--- config.mk ---
export PLATFORM = sky130hd
export DESIGN_NAME = posit_mult
export DESIGN_NICKNAME = d
export VERILOG_FILES = /design/src/rtl/posit_cfg_pkg.sv /design/src/rtl/posit_types_pkg.sv /design/src/rtl/posit_mult.sv /design/src/rtl/posit_result.sv /design/src/rtl/posit_execute.sv /design/src/rtl/posit_decode.sv
export SDC_FILE = /design/constraint.sdc
export NUM_CORES = 2
export LEC_CHECK = 0
export ABC_AREA = 1
export BUFFER_PORTS_ARGS = -buffer_cell sky130_fd_sc_hd__buf_2
export CORE_MARGIN = 10
export CORE_UTILIZATION = 60
export DETAILED_ROUTE_END_ITERATION = 10
export GPL_TIMING_DRIVEN = 0
export PLACE_DENSITY = 0.79
export RECOVER_POWER = 100
export SLEW_MARGIN = 5
export SYNTH_ARGS = -nofsm -noshare
export SYNTH_HDL_FRONTEND = slang
export SYNTH_SLANG_ARGS = --single-unit
--- constraint.sdc ---
create_clock -name clk -period 10.57 [get_ports clk]
set_input_delay 1.5855 -clock clk [delete_from_list [all_inputs] [get_ports clk]]
set_output_delay 1.5855 -clock clk [all_outputs]
set_load 0.03 [all_outputs]
--- src/rtl/posit_cfg_pkg.sv ---
package posit_cfg_pkg;

	//////////////////////////////
	// posit<32,6> word format
	//////////////////////////////

	// full posit word, sign bit included
	localparam int POSIT_W = 32;
	// exponent field after the regime terminator
	localparam int EXP_W = 6;
	// regime run count, longest run is 31 bits
	localparam int RUN_W = 5;
	// fraction bits kept by the decoder, widest case with a 2-bit regime
	localparam int FRAC_W = POSIT_W - EXP_W;
	// mantissa with the hidden bit on top
	localparam int MANT_W = FRAC_W + 1;
	// full product of two mantissas
	localparam int PROD_W = 2 * MANT_W;

	//////////////////////////////
	// scale arithmetic
	//////////////////////////////

	// signed regime value, range -31 .. 30 per operand, -62 .. 61 after the sum
	localparam int REGIME_W = 7;
	// scale = regime * 2^EXP_W + exponent, wide enough for the sum of two operands
	localparam int SCALE_W = REGIME_W + EXP_W;

	// packing word in the result stage
	// POSIT_W fill bits, terminator, exponent and the product below the hidden bit
	localparam int PACK_W = POSIT_W + EXP_W + PROD_W;
	// guard bit position once the word has been shifted
	localparam int GUARD_POS = PACK_W - 2 * POSIT_W + 1;
	// shift where the regime has taken the whole body
	localparam int SAT_SHIFT = POSIT_W - 2;

	// not-a-real, sign bit only
	localparam logic [POSIT_W-1:0] NAR_WORD = {1'b1, {(POSIT_W-1){1'b0}}};

	// register stages from valid_i to done_o
	localparam int LATENCY = 5;

endpackage
--- src/rtl/posit_types_pkg.sv ---
package posit_types_pkg;

	//////////////////////////////
	// operand classification
	//////////////////////////////

	// zero and NaR bypass the datapath through flags
	typedef enum logic [1:0] {
		CLASS_ZERO   = 2'd0,
		CLASS_NORMAL = 2'd1,
		CLASS_NAR    = 2'd2
	} operand_class_e;

	//////////////////////////////
	// stage payloads
	//////////////////////////////

	// one unpacked operand, decoder to execute
	typedef struct packed {
		// sign of the original word
		logic                                     sign;
		operand_class_e                           op_class;
		// {regime, exponent} as one two's-complement number
		logic signed [posit_cfg_pkg::SCALE_W-1:0] scale;
		// hidden bit then fraction, left aligned
		logic [posit_cfg_pkg::MANT_W-1:0]         mant;
	} decoded_operand_s;

	// special-case outcome, travels with the product
	typedef struct packed {
		// either operand is NaR
		logic inf;
		// an operand is zero and none is NaR
		logic zero;
	} result_flags_s;

	// execute to result
	typedef struct packed {
		// xor of the operand signs
		logic                                     sign;
		// sum of both scales plus the normalise carry
		logic signed [posit_cfg_pkg::SCALE_W-1:0] scale;
		// product with its leading one in the top bit
		logic [posit_cfg_pkg::PROD_W-1:0]         mant;
		// raw product had its top bit set, no shift was needed
		logic                                     norm_shift;
		result_flags_s                            flags;
	} product_s;

endpackage

--- src/rtl/posit_mult.sv ---
`timescale 1ns/1ps

module posit_mult (
	input  logic                              clk,
	input  logic                              reset_i,
	input  logic                              valid_i,
	input  logic [posit_cfg_pkg::POSIT_W-1:0] a_i,
	input  logic [posit_cfg_pkg::POSIT_W-1:0] b_i,
	output logic [posit_cfg_pkg::POSIT_W-1:0] result_o,
	output logic                              done_o,
	output logic                              inf_o,
	output logic                              zero_o
);

	// decoded operands, same cycle as the inputs
	posit_types_pkg::decoded_operand_s a_dec;
	posit_types_pkg::decoded_operand_s b_dec;

	// execute to result, three stages in
	posit_types_pkg::product_s         product;
	logic                              product_valid;

	//////////////////////////////
	// operand decode
	//////////////////////////////

	posit_decode dec_a (
		.operand_i (a_i),
		.decoded_o (a_dec)
	);

	posit_decode dec_b (
		.operand_i (b_i),
		.decoded_o (b_dec)
	);

	//////////////////////////////
	// stages 1 to 3
	//////////////////////////////

	posit_execute exec_i (
		.clk       (clk),
		.reset_i   (reset_i),
		.valid_i   (valid_i),
		.a_i       (a_dec),
		.b_i       (b_dec),
		.product_o (product),
		.valid_o   (product_valid)
	);

	//////////////////////////////
	// stages 4 and 5
	//////////////////////////////

	posit_result result_i (
		.clk       (clk),
		.reset_i   (reset_i),
		.valid_i   (product_valid),
		.product_i (product),
		.result_o  (result_o),
		.done_o    (done_o),
		.inf_o     (inf_o),
		.zero_o    (zero_o)
	);

endmodule

--- src/rtl/posit_result.sv ---
`timescale 1ns/1ps

module posit_result (
	input  logic                              clk,
	input  logic                              reset_i,
	input  logic                              valid_i,
	input  posit_types_pkg::product_s         product_i,
	output logic [posit_cfg_pkg::POSIT_W-1:0] result_o,
	output logic                              done_o,
	output logic                              inf_o,
	output logic                              zero_o
);

	// stage 4 combinational, regime split
	logic signed [posit_cfg_pkg::REGIME_W-1:0] k;
	// regime fill value, 1 for k >= 0
	logic                                      fill;
	logic [posit_cfg_pkg::REGIME_W-1:0]        shift_full;
	logic                                      sat;
	logic [posit_cfg_pkg::RUN_W-1:0]           shift_amt;

	// stage 4 combinational, packing and rounding
	logic [posit_cfg_pkg::PACK_W-1:0]  packed_w;
	logic [posit_cfg_pkg::PACK_W-1:0]  shifted_w;
	logic [posit_cfg_pkg::POSIT_W-2:0] body;
	logic                              lsb;
	logic                              guard;
	logic                              round_bit;
	logic                              sticky;
	logic                              ulp;
	logic [posit_cfg_pkg::POSIT_W-1:0] mag_rnd;

	// stage 4 registers
	logic [posit_cfg_pkg::POSIT_W-1:0] mag_q;
	logic                              sign_q;
	posit_types_pkg::result_flags_s    flags_q;
	logic                              valid_q;

	// stage 5 combinational
	logic [posit_cfg_pkg::POSIT_W-1:0] signed_w;
	logic [posit_cfg_pkg::POSIT_W-1:0] out_w;

	//////////////////////////////
	// regime packing
	//////////////////////////////

	// upper scale bits are floor(scale / 2^EXP_W), the low bits are the exponent
	assign k    = product_i.scale[posit_cfg_pkg::SCALE_W-1 -: posit_cfg_pkg::REGIME_W];
	assign fill = ~k[posit_cfg_pkg::REGIME_W-1];

	// extra fill bits beyond the first, k for k >= 0 and -k-1 below
	assign shift_full = k ^ {posit_cfg_pkg::REGIME_W{k[posit_cfg_pkg::REGIME_W-1]}};
	// past this point the regime covers the whole body
	assign sat        = (shift_full >= posit_cfg_pkg::REGIME_W'(posit_cfg_pkg::SAT_SHIFT));
	assign shift_amt  = sat ? posit_cfg_pkg::RUN_W'(posit_cfg_pkg::SAT_SHIFT)
	                        : shift_full[posit_cfg_pkg::RUN_W-1:0];

	// fill bits, terminator, exponent, fraction below the hidden bit
	assign packed_w = {{posit_cfg_pkg::POSIT_W{fill}}, ~fill,
	                   product_i.scale[posit_cfg_pkg::EXP_W-1:0],
	                   product_i.mant[posit_cfg_pkg::PROD_W-2:0]};
	// the right shift pulls more fill bits into the body window
	assign shifted_w = packed_w >> shift_amt;

	// body window sits just above the guard bit
	assign body = shifted_w[posit_cfg_pkg::GUARD_POS + posit_cfg_pkg::POSIT_W - 1 -:
	                        posit_cfg_pkg::POSIT_W - 1];

	//////////////////////////////
	// round to nearest even
	//////////////////////////////

	assign lsb       = shifted_w[posit_cfg_pkg::GUARD_POS + 1];
	assign guard     = shifted_w[posit_cfg_pkg::GUARD_POS];
	assign round_bit = shifted_w[posit_cfg_pkg::GUARD_POS - 1];
	assign sticky    = |shifted_w[posit_cfg_pkg::GUARD_POS-2:0];
	// above half rounds up, an exact tie rounds to the even neighbour
	assign ulp       = guard & (round_bit | sticky | lsb);

	// a full regime clamps to maxpos or minpos, with no rounding
	assign mag_rnd = sat ? {1'b0, body | {{(posit_cfg_pkg::POSIT_W-2){1'b0}}, ~fill}}
	                     : {1'b0, body} + posit_cfg_pkg::POSIT_W'(ulp);

	always_ff @(posedge clk) begin
		mag_q   <= mag_rnd;
		sign_q  <= product_i.sign;
		flags_q <= product_i.flags;
	end

	//////////////////////////////
	// sign restore and specials
	//////////////////////////////

	assign signed_w = sign_q ? -mag_q : mag_q;

	always_comb begin
		if (flags_q.inf) begin
			out_w = posit_cfg_pkg::NAR_WORD;
		end else if (flags_q.zero) begin
			out_w = '0;
		end else begin
			out_w = signed_w;
		end
	end

	always_ff @(posedge clk) begin
		result_o <= out_w;
		inf_o    <= flags_q.inf;
		zero_o   <= flags_q.zero;
	end

	// only the strobes are cleared
	always_ff @(posedge clk) begin
		if (reset_i) begin
			valid_q <= 1'b0;
			done_o  <= 1'b0;
		end else begin
			valid_q <= valid_i;
			done_o  <= valid_q;
		end
	end

endmodule

--- src/rtl/posit_execute.sv ---
`timescale 1ns/1ps

module posit_execute (
	input  logic                              clk,
	input  logic                              reset_i,
	input  logic                              valid_i,
	input  posit_types_pkg::decoded_operand_s a_i,
	input  posit_types_pkg::decoded_operand_s b_i,
	output posit_types_pkg::product_s         product_o,
	output logic                              valid_o
);

	// stage 1, operand registers
	posit_types_pkg::decoded_operand_s a_q1;
	posit_types_pkg::decoded_operand_s b_q1;
	logic                              valid_q1;

	// stage 2, raw product and the operand fields still needed
	posit_types_pkg::decoded_operand_s a_q2;
	posit_types_pkg::decoded_operand_s b_q2;
	logic [posit_cfg_pkg::PROD_W-1:0]  prod_q2;
	logic                              valid_q2;

	// stage 3 combinational
	logic                                     ovf;
	logic [posit_cfg_pkg::PROD_W-1:0]         prod_norm;
	logic signed [posit_cfg_pkg::SCALE_W-1:0] scale_sum;
	posit_types_pkg::result_flags_s           flags;
	logic                                     any_nar;
	logic                                     any_zero;

	//////////////////////////////
	// valid pipe
	//////////////////////////////

	always_ff @(posedge clk) begin
		if (reset_i) begin
			valid_q1 <= 1'b0;
			valid_q2 <= 1'b0;
			valid_o  <= 1'b0;
		end else begin
			valid_q1 <= valid_i;
			valid_q2 <= valid_q1;
			valid_o  <= valid_q2;
		end
	end

	//////////////////////////////
	// datapath
	//////////////////////////////

	// top bit set means the product is already in [2,4)
	assign ovf = prod_q2[posit_cfg_pkg::PROD_W-1];
	// product in [1,2) moves up one place so the leading one sits on top
	assign prod_norm = ovf ? prod_q2 : {prod_q2[posit_cfg_pkg::PROD_W-2:0], 1'b0};

	// carry out of the mantissa multiply bumps the scale by one
	assign scale_sum = a_q2.scale + b_q2.scale
	                 + {{(posit_cfg_pkg::SCALE_W-1){1'b0}}, ovf};

	// NaR wins over zero, so NaR * 0 is NaR
	assign any_nar  = (a_q2.op_class == posit_types_pkg::CLASS_NAR) ||
	                  (b_q2.op_class == posit_types_pkg::CLASS_NAR);
	assign any_zero = (a_q2.op_class == posit_types_pkg::CLASS_ZERO) ||
	                  (b_q2.op_class == posit_types_pkg::CLASS_ZERO);
	assign flags.inf  = any_nar;
	assign flags.zero = any_zero & ~any_nar;

	always_ff @(posedge clk) begin
		// stage 1
		a_q1 <= a_i;
		b_q1 <= b_i;
		// stage 2, first half of the multiply
		a_q2    <= a_q1;
		b_q2    <= b_q1;
		prod_q2 <= posit_cfg_pkg::PROD_W'(a_q1.mant) * posit_cfg_pkg::PROD_W'(b_q1.mant);
		// stage 3, normalised product with sign, scale and flags
		product_o.sign       <= a_q2.sign ^ b_q2.sign;
		product_o.scale      <= scale_sum;
		product_o.mant       <= prod_norm;
		product_o.norm_shift <= ovf;
		product_o.flags      <= flags;
	end

endmodule

--- src/rtl/posit_decode.sv ---
`timescale 1ns/1ps

module posit_decode (
	input  logic [posit_cfg_pkg::POSIT_W-1:0] operand_i,
	output posit_types_pkg::decoded_operand_s decoded_o
);

	logic                                      sign;
	logic                                      is_zero;
	logic                                      is_nar;
	logic [posit_cfg_pkg::POSIT_W-1:0]         mag;
	// value of the first regime bit
	logic                                      rc;
	logic [posit_cfg_pkg::RUN_W-1:0]           run;
	logic signed [posit_cfg_pkg::REGIME_W-1:0] regime;
	logic [posit_cfg_pkg::POSIT_W-1:0]         body;
	logic [posit_cfg_pkg::EXP_W-1:0]           exp_bits;

	//////////////////////////////
	// sign and special words
	//////////////////////////////

	assign sign    = operand_i[posit_cfg_pkg::POSIT_W-1];
	assign is_zero = (operand_i == '0);
	assign is_nar  = (operand_i == posit_cfg_pkg::NAR_WORD);

	// negative posits are decoded from their two's complement
	assign mag = sign ? -operand_i : operand_i;
	assign rc  = mag[posit_cfg_pkg::POSIT_W-2];

	//////////////////////////////
	// regime run length
	//////////////////////////////

	// priority search from the lsb up, the highest mismatch wins
	// a word with no terminator keeps the full run of 31
	always_comb begin
		run = '1;
		for (int i = 0; i <= posit_cfg_pkg::POSIT_W - 2; i++) begin
			if (mag[i] != rc) begin
				run = posit_cfg_pkg::RUN_W'(posit_cfg_pkg::POSIT_W - 2 - i);
			end
		end
	end

	// run of ones gives run-1, run of zeros gives -run
	assign regime = rc ? posit_cfg_pkg::REGIME_W'(run) - posit_cfg_pkg::REGIME_W'(1)
	                   : posit_cfg_pkg::REGIME_W'(0) - posit_cfg_pkg::REGIME_W'(run);

	//////////////////////////////
	// exponent and fraction
	//////////////////////////////

	// drop sign and first regime bit, then shift out the rest of the run
	// and the terminator so the exponent lands on top
	assign body     = {mag[posit_cfg_pkg::POSIT_W-3:0], 2'b00} << run;
	assign exp_bits = body[posit_cfg_pkg::POSIT_W-1 -: posit_cfg_pkg::EXP_W];

	always_comb begin
		decoded_o.sign = sign;
		if (is_nar) begin
			decoded_o.op_class = posit_types_pkg::CLASS_NAR;
		end else if (is_zero) begin
			decoded_o.op_class = posit_types_pkg::CLASS_ZERO;
		end else begin
			decoded_o.op_class = posit_types_pkg::CLASS_NORMAL;
		end
		// regime in the upper bits, exponent in the lower bits
		decoded_o.scale = {regime, exp_bits};
		// hidden bit is clear only for a zero word
		decoded_o.mant  = {~is_zero, body[posit_cfg_pkg::FRAC_W-1:0]};
	end

endmodule

* Yosys cells after proc, flatten, opt, wreduce, memory -nomap -nowiden
Cells that the tools add are included.
** Cells by class
- Add/subtract/negate cells :: 10
- $mul :: 1
- Divide/modulo/power cells :: 0
- $lt $le $gt $ge :: 1
- Equality and inequality tests :: 64
- Shift operators :: 3
- Muxes and demuxes :: 71
- Bitwise operators :: 11
- Reductions and logical operators :: 8
** Operator list (count)
- 2-to-1 mux 5 bit :: 31
- 2-to-1 mux 31 bit :: 3
- >> shifter 92 x 5 -> 61 bit :: 1
- equality test 32 bit (second input constant) :: 2
- logical NOT 32 bit :: 2
- 2-to-1 mux 32 bit :: 2
- 2-to-1 mux 4 bit :: 16
- << shifter 32 x 5 -> 32 bit :: 2
- negator 31 bit :: 2
- inequality test 1 bit :: 60
- multiplier 27 x 27 -> 54 bit :: 1
- 2-to-1 mux 53 bit :: 1
- adder 31 x 1 -> 32 bit :: 1
- negator 32 bit :: 1
- bitwise OR 31 x 1 -> 31 bit :: 1
- OR reduction 28 bit :: 1
- 2-to-1 mux 3 bit :: 8
- 2-to-1 mux 7 bit :: 2
- adder 13 x 1 -> 13 bit :: 1
- adder 13 bit :: 1
- subtractor 1 x 5 -> 6 bit (first input constant) :: 2
- subtractor 5 x 1 -> 6 bit (second input constant) :: 2
- 2-to-1 mux 2 bit :: 4
- greater-or-equal comparator 7 x 5 -> 1 bit (second input constant) :: 1
- 10 further kinds :: 21
** Word-level totals
- Register bits :: 315
- Latch bits :: 0
- RAM bits :: 0
- ROM bits :: 0
- Input bits :: 67
- Output and inout port bits :: 35
- Word-level logic and storage cells :: 204
- Memories kept :: 0

* Logic depth before layout (Yosys ltp)
- Depth after elaboration :: 35
- Depth in mapped cells :: 49
- Mapped depth without buffers :: 48

* Hierarchy
From an unflattened synthesis, not the netlist that was laid out.
** Second synthesis, totals
- Cell total of the unflattened synthesis :: 6689
- Area total of the unflattened synthesis :: 45747.6 um^2
** By module, submodules not included
- posit_execute :: instances 1, cells an instance 4090, area an instance 31978.2 um^2, sequential area each 4924.7 um^2
- posit_result :: instances 1, cells an instance 1289, area an instance 7029.2 um^2, sequential area each 1421.4 um^2
- posit_decode at dec_a :: instances 1, cells an instance 654, area an instance 3379.5 um^2, sequential area each 0.0 um^2
- posit_decode at dec_b :: instances 1, cells an instance 656, area an instance 3360.7 um^2, sequential area each 0.0 um^2

* Least setup slack after synthesis
Ideal clock, no wire load.
- Kind :: register to register
- From :: register exec_i.b_q1[6] in the netlist's numbering
- To :: register exec_i.prod_q2[52] in the netlist's numbering
- Library setup time :: 72 ps
- Data arrival time :: 6868 ps
- Data required time :: 10498 ps
- Slack :: 3630 ps
- Cell stages (with the launch flop) :: 34
- Buffers on the path :: 2
- Period minus slack after synthesis :: 6940 ps
- Cell sequence :: dfxtp_1 clkbuf_1 clkbuf_1 nand2_1 fa_1 fa_1 inv_1 fa_1 ha_1 fa_1 inv_1 fa_1 fa_1 inv_1 ha_1 a21oi_1 o21ai_0 a21oi_1 o21ai_0 nand3_1 nand2_1 a21oi_1 nor2_1 nor2_1 inv_1 nand3_1 a31oi_1 a21oi_1 o21ai_0 a21boi_0 o21ai_0 a21oi_1 o21ai_0 xor2_1
** Between the ends
- Word-level cells in the longest chain between the ends :: 1
** Ends and longest elaborated chain
- start: declaration :: line posit_execute.sv:15 : posit_types_pkg::decoded_operand_s b_q1;
- start signal: assignment :: line posit_execute.sv:72 : b_q1 <= b_i;
- multiplier 27 x 27 -> 54 bit :: line posit_execute.sv:76 : prod_q2 <= posit_cfg_pkg::PROD_W'(a_q1.mant) * posit_cfg_pkg::PROD_W'(b_q1.mant);
- end signal: assignment :: line posit_execute.sv:76
- end: declaration :: line posit_execute.sv:21 : logic [posit_cfg_pkg::PROD_W-1:0] prod_q2;
Every way passes these cells.
A chain may end at the register's enable or synchronous reset.

* Worst setup path in the final report
- From :: register exec_i.b_q1[13] in the netlist's numbering
- To :: register exec_i.prod_q2[51] in the netlist's numbering
Same word-level chain as after synthesis.

==> impl_metrics.ini <==
[run_status]
status = finished, final reports clean

[cts]
cts.clk_slew.worst_paths_ps = 60
root_buffer = clkbuf_16
ctsResizeCount = 0
holdBufCountCts = 0
h-tree-depth = 1
cts_buffer_depth = 3
clock_latency_ps = 600
clock-sinks = 299
cts-buffers-inserted = 31
cts_tree = done
post_cts_buffers = 0

[yosys]
synth_cell_types = 62
synth_seq_area_share_pct = 15.8
synthCells = 5178
avgSynthCellArea_um2 = 7.32
async_flop_share_pct = 0
syn_area_mm2 = 0.0379
ys_warn_count = 0
synth_ff_type = dfxtp_1
synth-seq-cells = 299
synth_edf_count = 0

[worst_setup_path]
cp.arrival_ps = 9600
timing.reg2reg.setup_slack_ps = 1490
worstReg2RegStart = exec_i.b_q1[13]$_SDFF_PP0_
worstSetupStartpoint = exec_i.b_q1[13]$_SDFF_PP0_
rr_worst_depth = 29
max_stage_delay_ps = 920
rr_endpoint = exec_i.prod_q2[51]$_DFF_P_
critPathKind = flip-flop to flip-flop
cp_data_required_time_ps = 11100
crit_top_cell = fa_1
critPathCaptureType = flip-flop
slowest_stage = clkbuf_1
path_buf_inv = 8
critPathLaunchType = flip-flop
cp_top_family = adder cells
critPathMaxFanout = 10
crit_cells = 29

[placed_design]
hpwl_mm = 94.1
dp.cells = 6127
place.gp.congestion = 1.07
io_buffers = 101

[floorplanning]
core_region_area_mm2 = 0.0629
dieWidth_um = 271
die_y_um = 271
io_pins = 102
start_util_pct = 60.3
die-area_mm2 = 0.0736
placementRows = 92

[hold_path]
hold_end = exec_i.b_q2[32]$_DFF_P_
whs_path_depth = 0
holdCritStartpoint = exec_i.b_q1[32]$_DFF_P_
hp-class = flip-flop to flip-flop

[cells_and_area]
num-fill-cells = 5652
final_core_util_pct = 64.4
final_common_cell = nand2_1
final_cell_mix = nand2_1, inv_1, fa_1
syn_to_final_growth_pct = 6.79
finalNonFillerCells = 6188
drive_gt1_share_pct = 5.00
nets = 6131

[routing]
antenna_left = 0
via_per_inst = 5.45
drt_iter0_drc = 3149
vias = 33706
wl_per_cell_um = 18.5
first_pass_iters = 8
routed_wl_mm = 115
drc = 0

[timing]
maxSlewHeadroom_pct = 15.6
finalSetupViolations = 0
rsz0062_at_grt = false
post-route-period-util_pct = 85.9
holdWs_ps = 313
hold_viol = 0
finClkSkew_ps = 32.9
period_needed_ps = 9080
tightest_slew_ps = 1270
tns_ps = 0
maxSlewViolCount = 0
fmax_mhz = 110

[global_routing]
grt_pass1_wl_mm = 180
grt_pass1_vias = 33201
grt_max_degree = 17
grt_usage_pct = 30.8
grt_antenna_before_repair = 3
grt_overflow = 0

[flow_run]
maxCapViolCount = 0
==> flip-flops by register name, summed over array words and instances, names as in the netlist, 2 cells and up <==
| name | cells |
|---|---|
| exec_i.b_q1 | 40 |
| exec_i.b_q2 | 15 |
| result_i.result_o | 32 |
| exec_i.prod_q2 | 50 |
| result_i.flags_q | 2 |
| result_i.mag_q | 32 |
| exec_i.product_o | 65 |
| exec_i.a_q1 | 40 |
| exec_i.a_q2 | 15 |
==> layout make-up <==
type / instances / area [um^2] / share of cell area, %
tap: 846 / 1060 / 2.62
multi-input combinational: 3540 / 26600 / 65.7
inverter: 1074 / 4030 / 9.97
antenna: 3 / 7.51 / 0.0185
timing repair buffer: 101 / 455 / 1.13
buffer: 267 / 1140 / 2.82
clock buffer: 43 / 911 / 2.25
clock inverter: 15 / 277 / 0.683
sequential: 299 / 5990 / 14.8
==> worst reg2reg max path: cells and delay by family, from the launching register on <==
kind	cells	cell delay, ps
adder cells (fa/ha/maj)	8	3980
buffers and inverters	8	2060
AO/OA/AOI/OAI	7	1790
AND/OR/NAND/NOR	5	660
flip-flops	1	340
XOR/XNOR	1	180
==> cell families after synthesis <==
group                    after synthesis  share of synthesized area [%]
flip-flops                           299                           15.8
multiplexers                          14                          0.370
adder cells (fa/ha/maj)              750                           35.2
AO/OA/AOI/OAI                        415                           6.12
buffers and inverters               1341                           13.8
AND/OR/NAND/NOR                     2147                           23.8
other                                  1                        0.00990
XOR/XNOR                             211                           4.94
==> how the worst max path moves through the flow <==
stage,to
2_1_floorplan,exec_i.prod_q2[52]$_DFF_P_
3_3_place_gp,exec_i.prod_q2[52]$_DFF_P_
3_5_place_dp,exec_i.prod_q2[51]$_DFF_P_
4_1_cts,exec_i.prod_q2[51]$_DFF_P_
5_1_grt,exec_i.prod_q2[52]$_DFF_P_
6_report,exec_i.prod_q2[51]$_DFF_P_
==> per-stage QoR <==
stage	worst slack, ps	instance area [um^2]
after detailed placement	1780	39500
after CTS	1740	40700
final	1490	40500
after global placement	1840	39500
after global routing	1110	40500
after floorplan	3630	37900
==> routing by layer <==
metal | track usage [%] | vias up | part of all wire [%]
met5 | 0 | - | 0.14
met3 | 9.74 | 371 | 12
met2 | 49.0 | 1687 | 44
met4 | 13.1 | 8 | 4.9
li1 | - | 15809 | -
met1 | 38.3 | 15831 | 38
==> Yosys cell counts, types with 9 or more instances <==
library cell | count | area share, %
o21ai_0 | 137 | 1.8
xor2_1 | 165 | 3.8
dfxtp_1 | 299 | 16
xnor2_1 | 43 | 0.99
o21ai_2 | 24 | 0.55
nor4_1 | 11 | 0.18
nor2_2 | 11 | 0.18
nor2_1 | 190 | 1.9
fa_1 | 528 | 28
a21oi_1 | 132 | 1.7
nand3_1 | 366 | 4.8
o21a_1 | 9 | 0.18
clkbuf_1 | 200 | 2.0
nand4_1 | 28 | 0.46
ha_1 | 222 | 7.3
buf_2 | 32 | 0.42
or2_2 | 11 | 0.18
a31oi_1 | 17 | 0.28
buf_1 | 10 | 0.099
nand2_1 | 1456 | 14
buf_4 | 15 | 0.30
o21ai_1 | 59 | 0.78
nor3_1 | 22 | 0.29
mux2i_1 | 14 | 0.37
inv_2 | 41 | 0.41
inv_1 | 1030 | 10
Power is not shown: default switching activity piles up to over one toggle a cycle in this logic, so the estimate is an artifact.
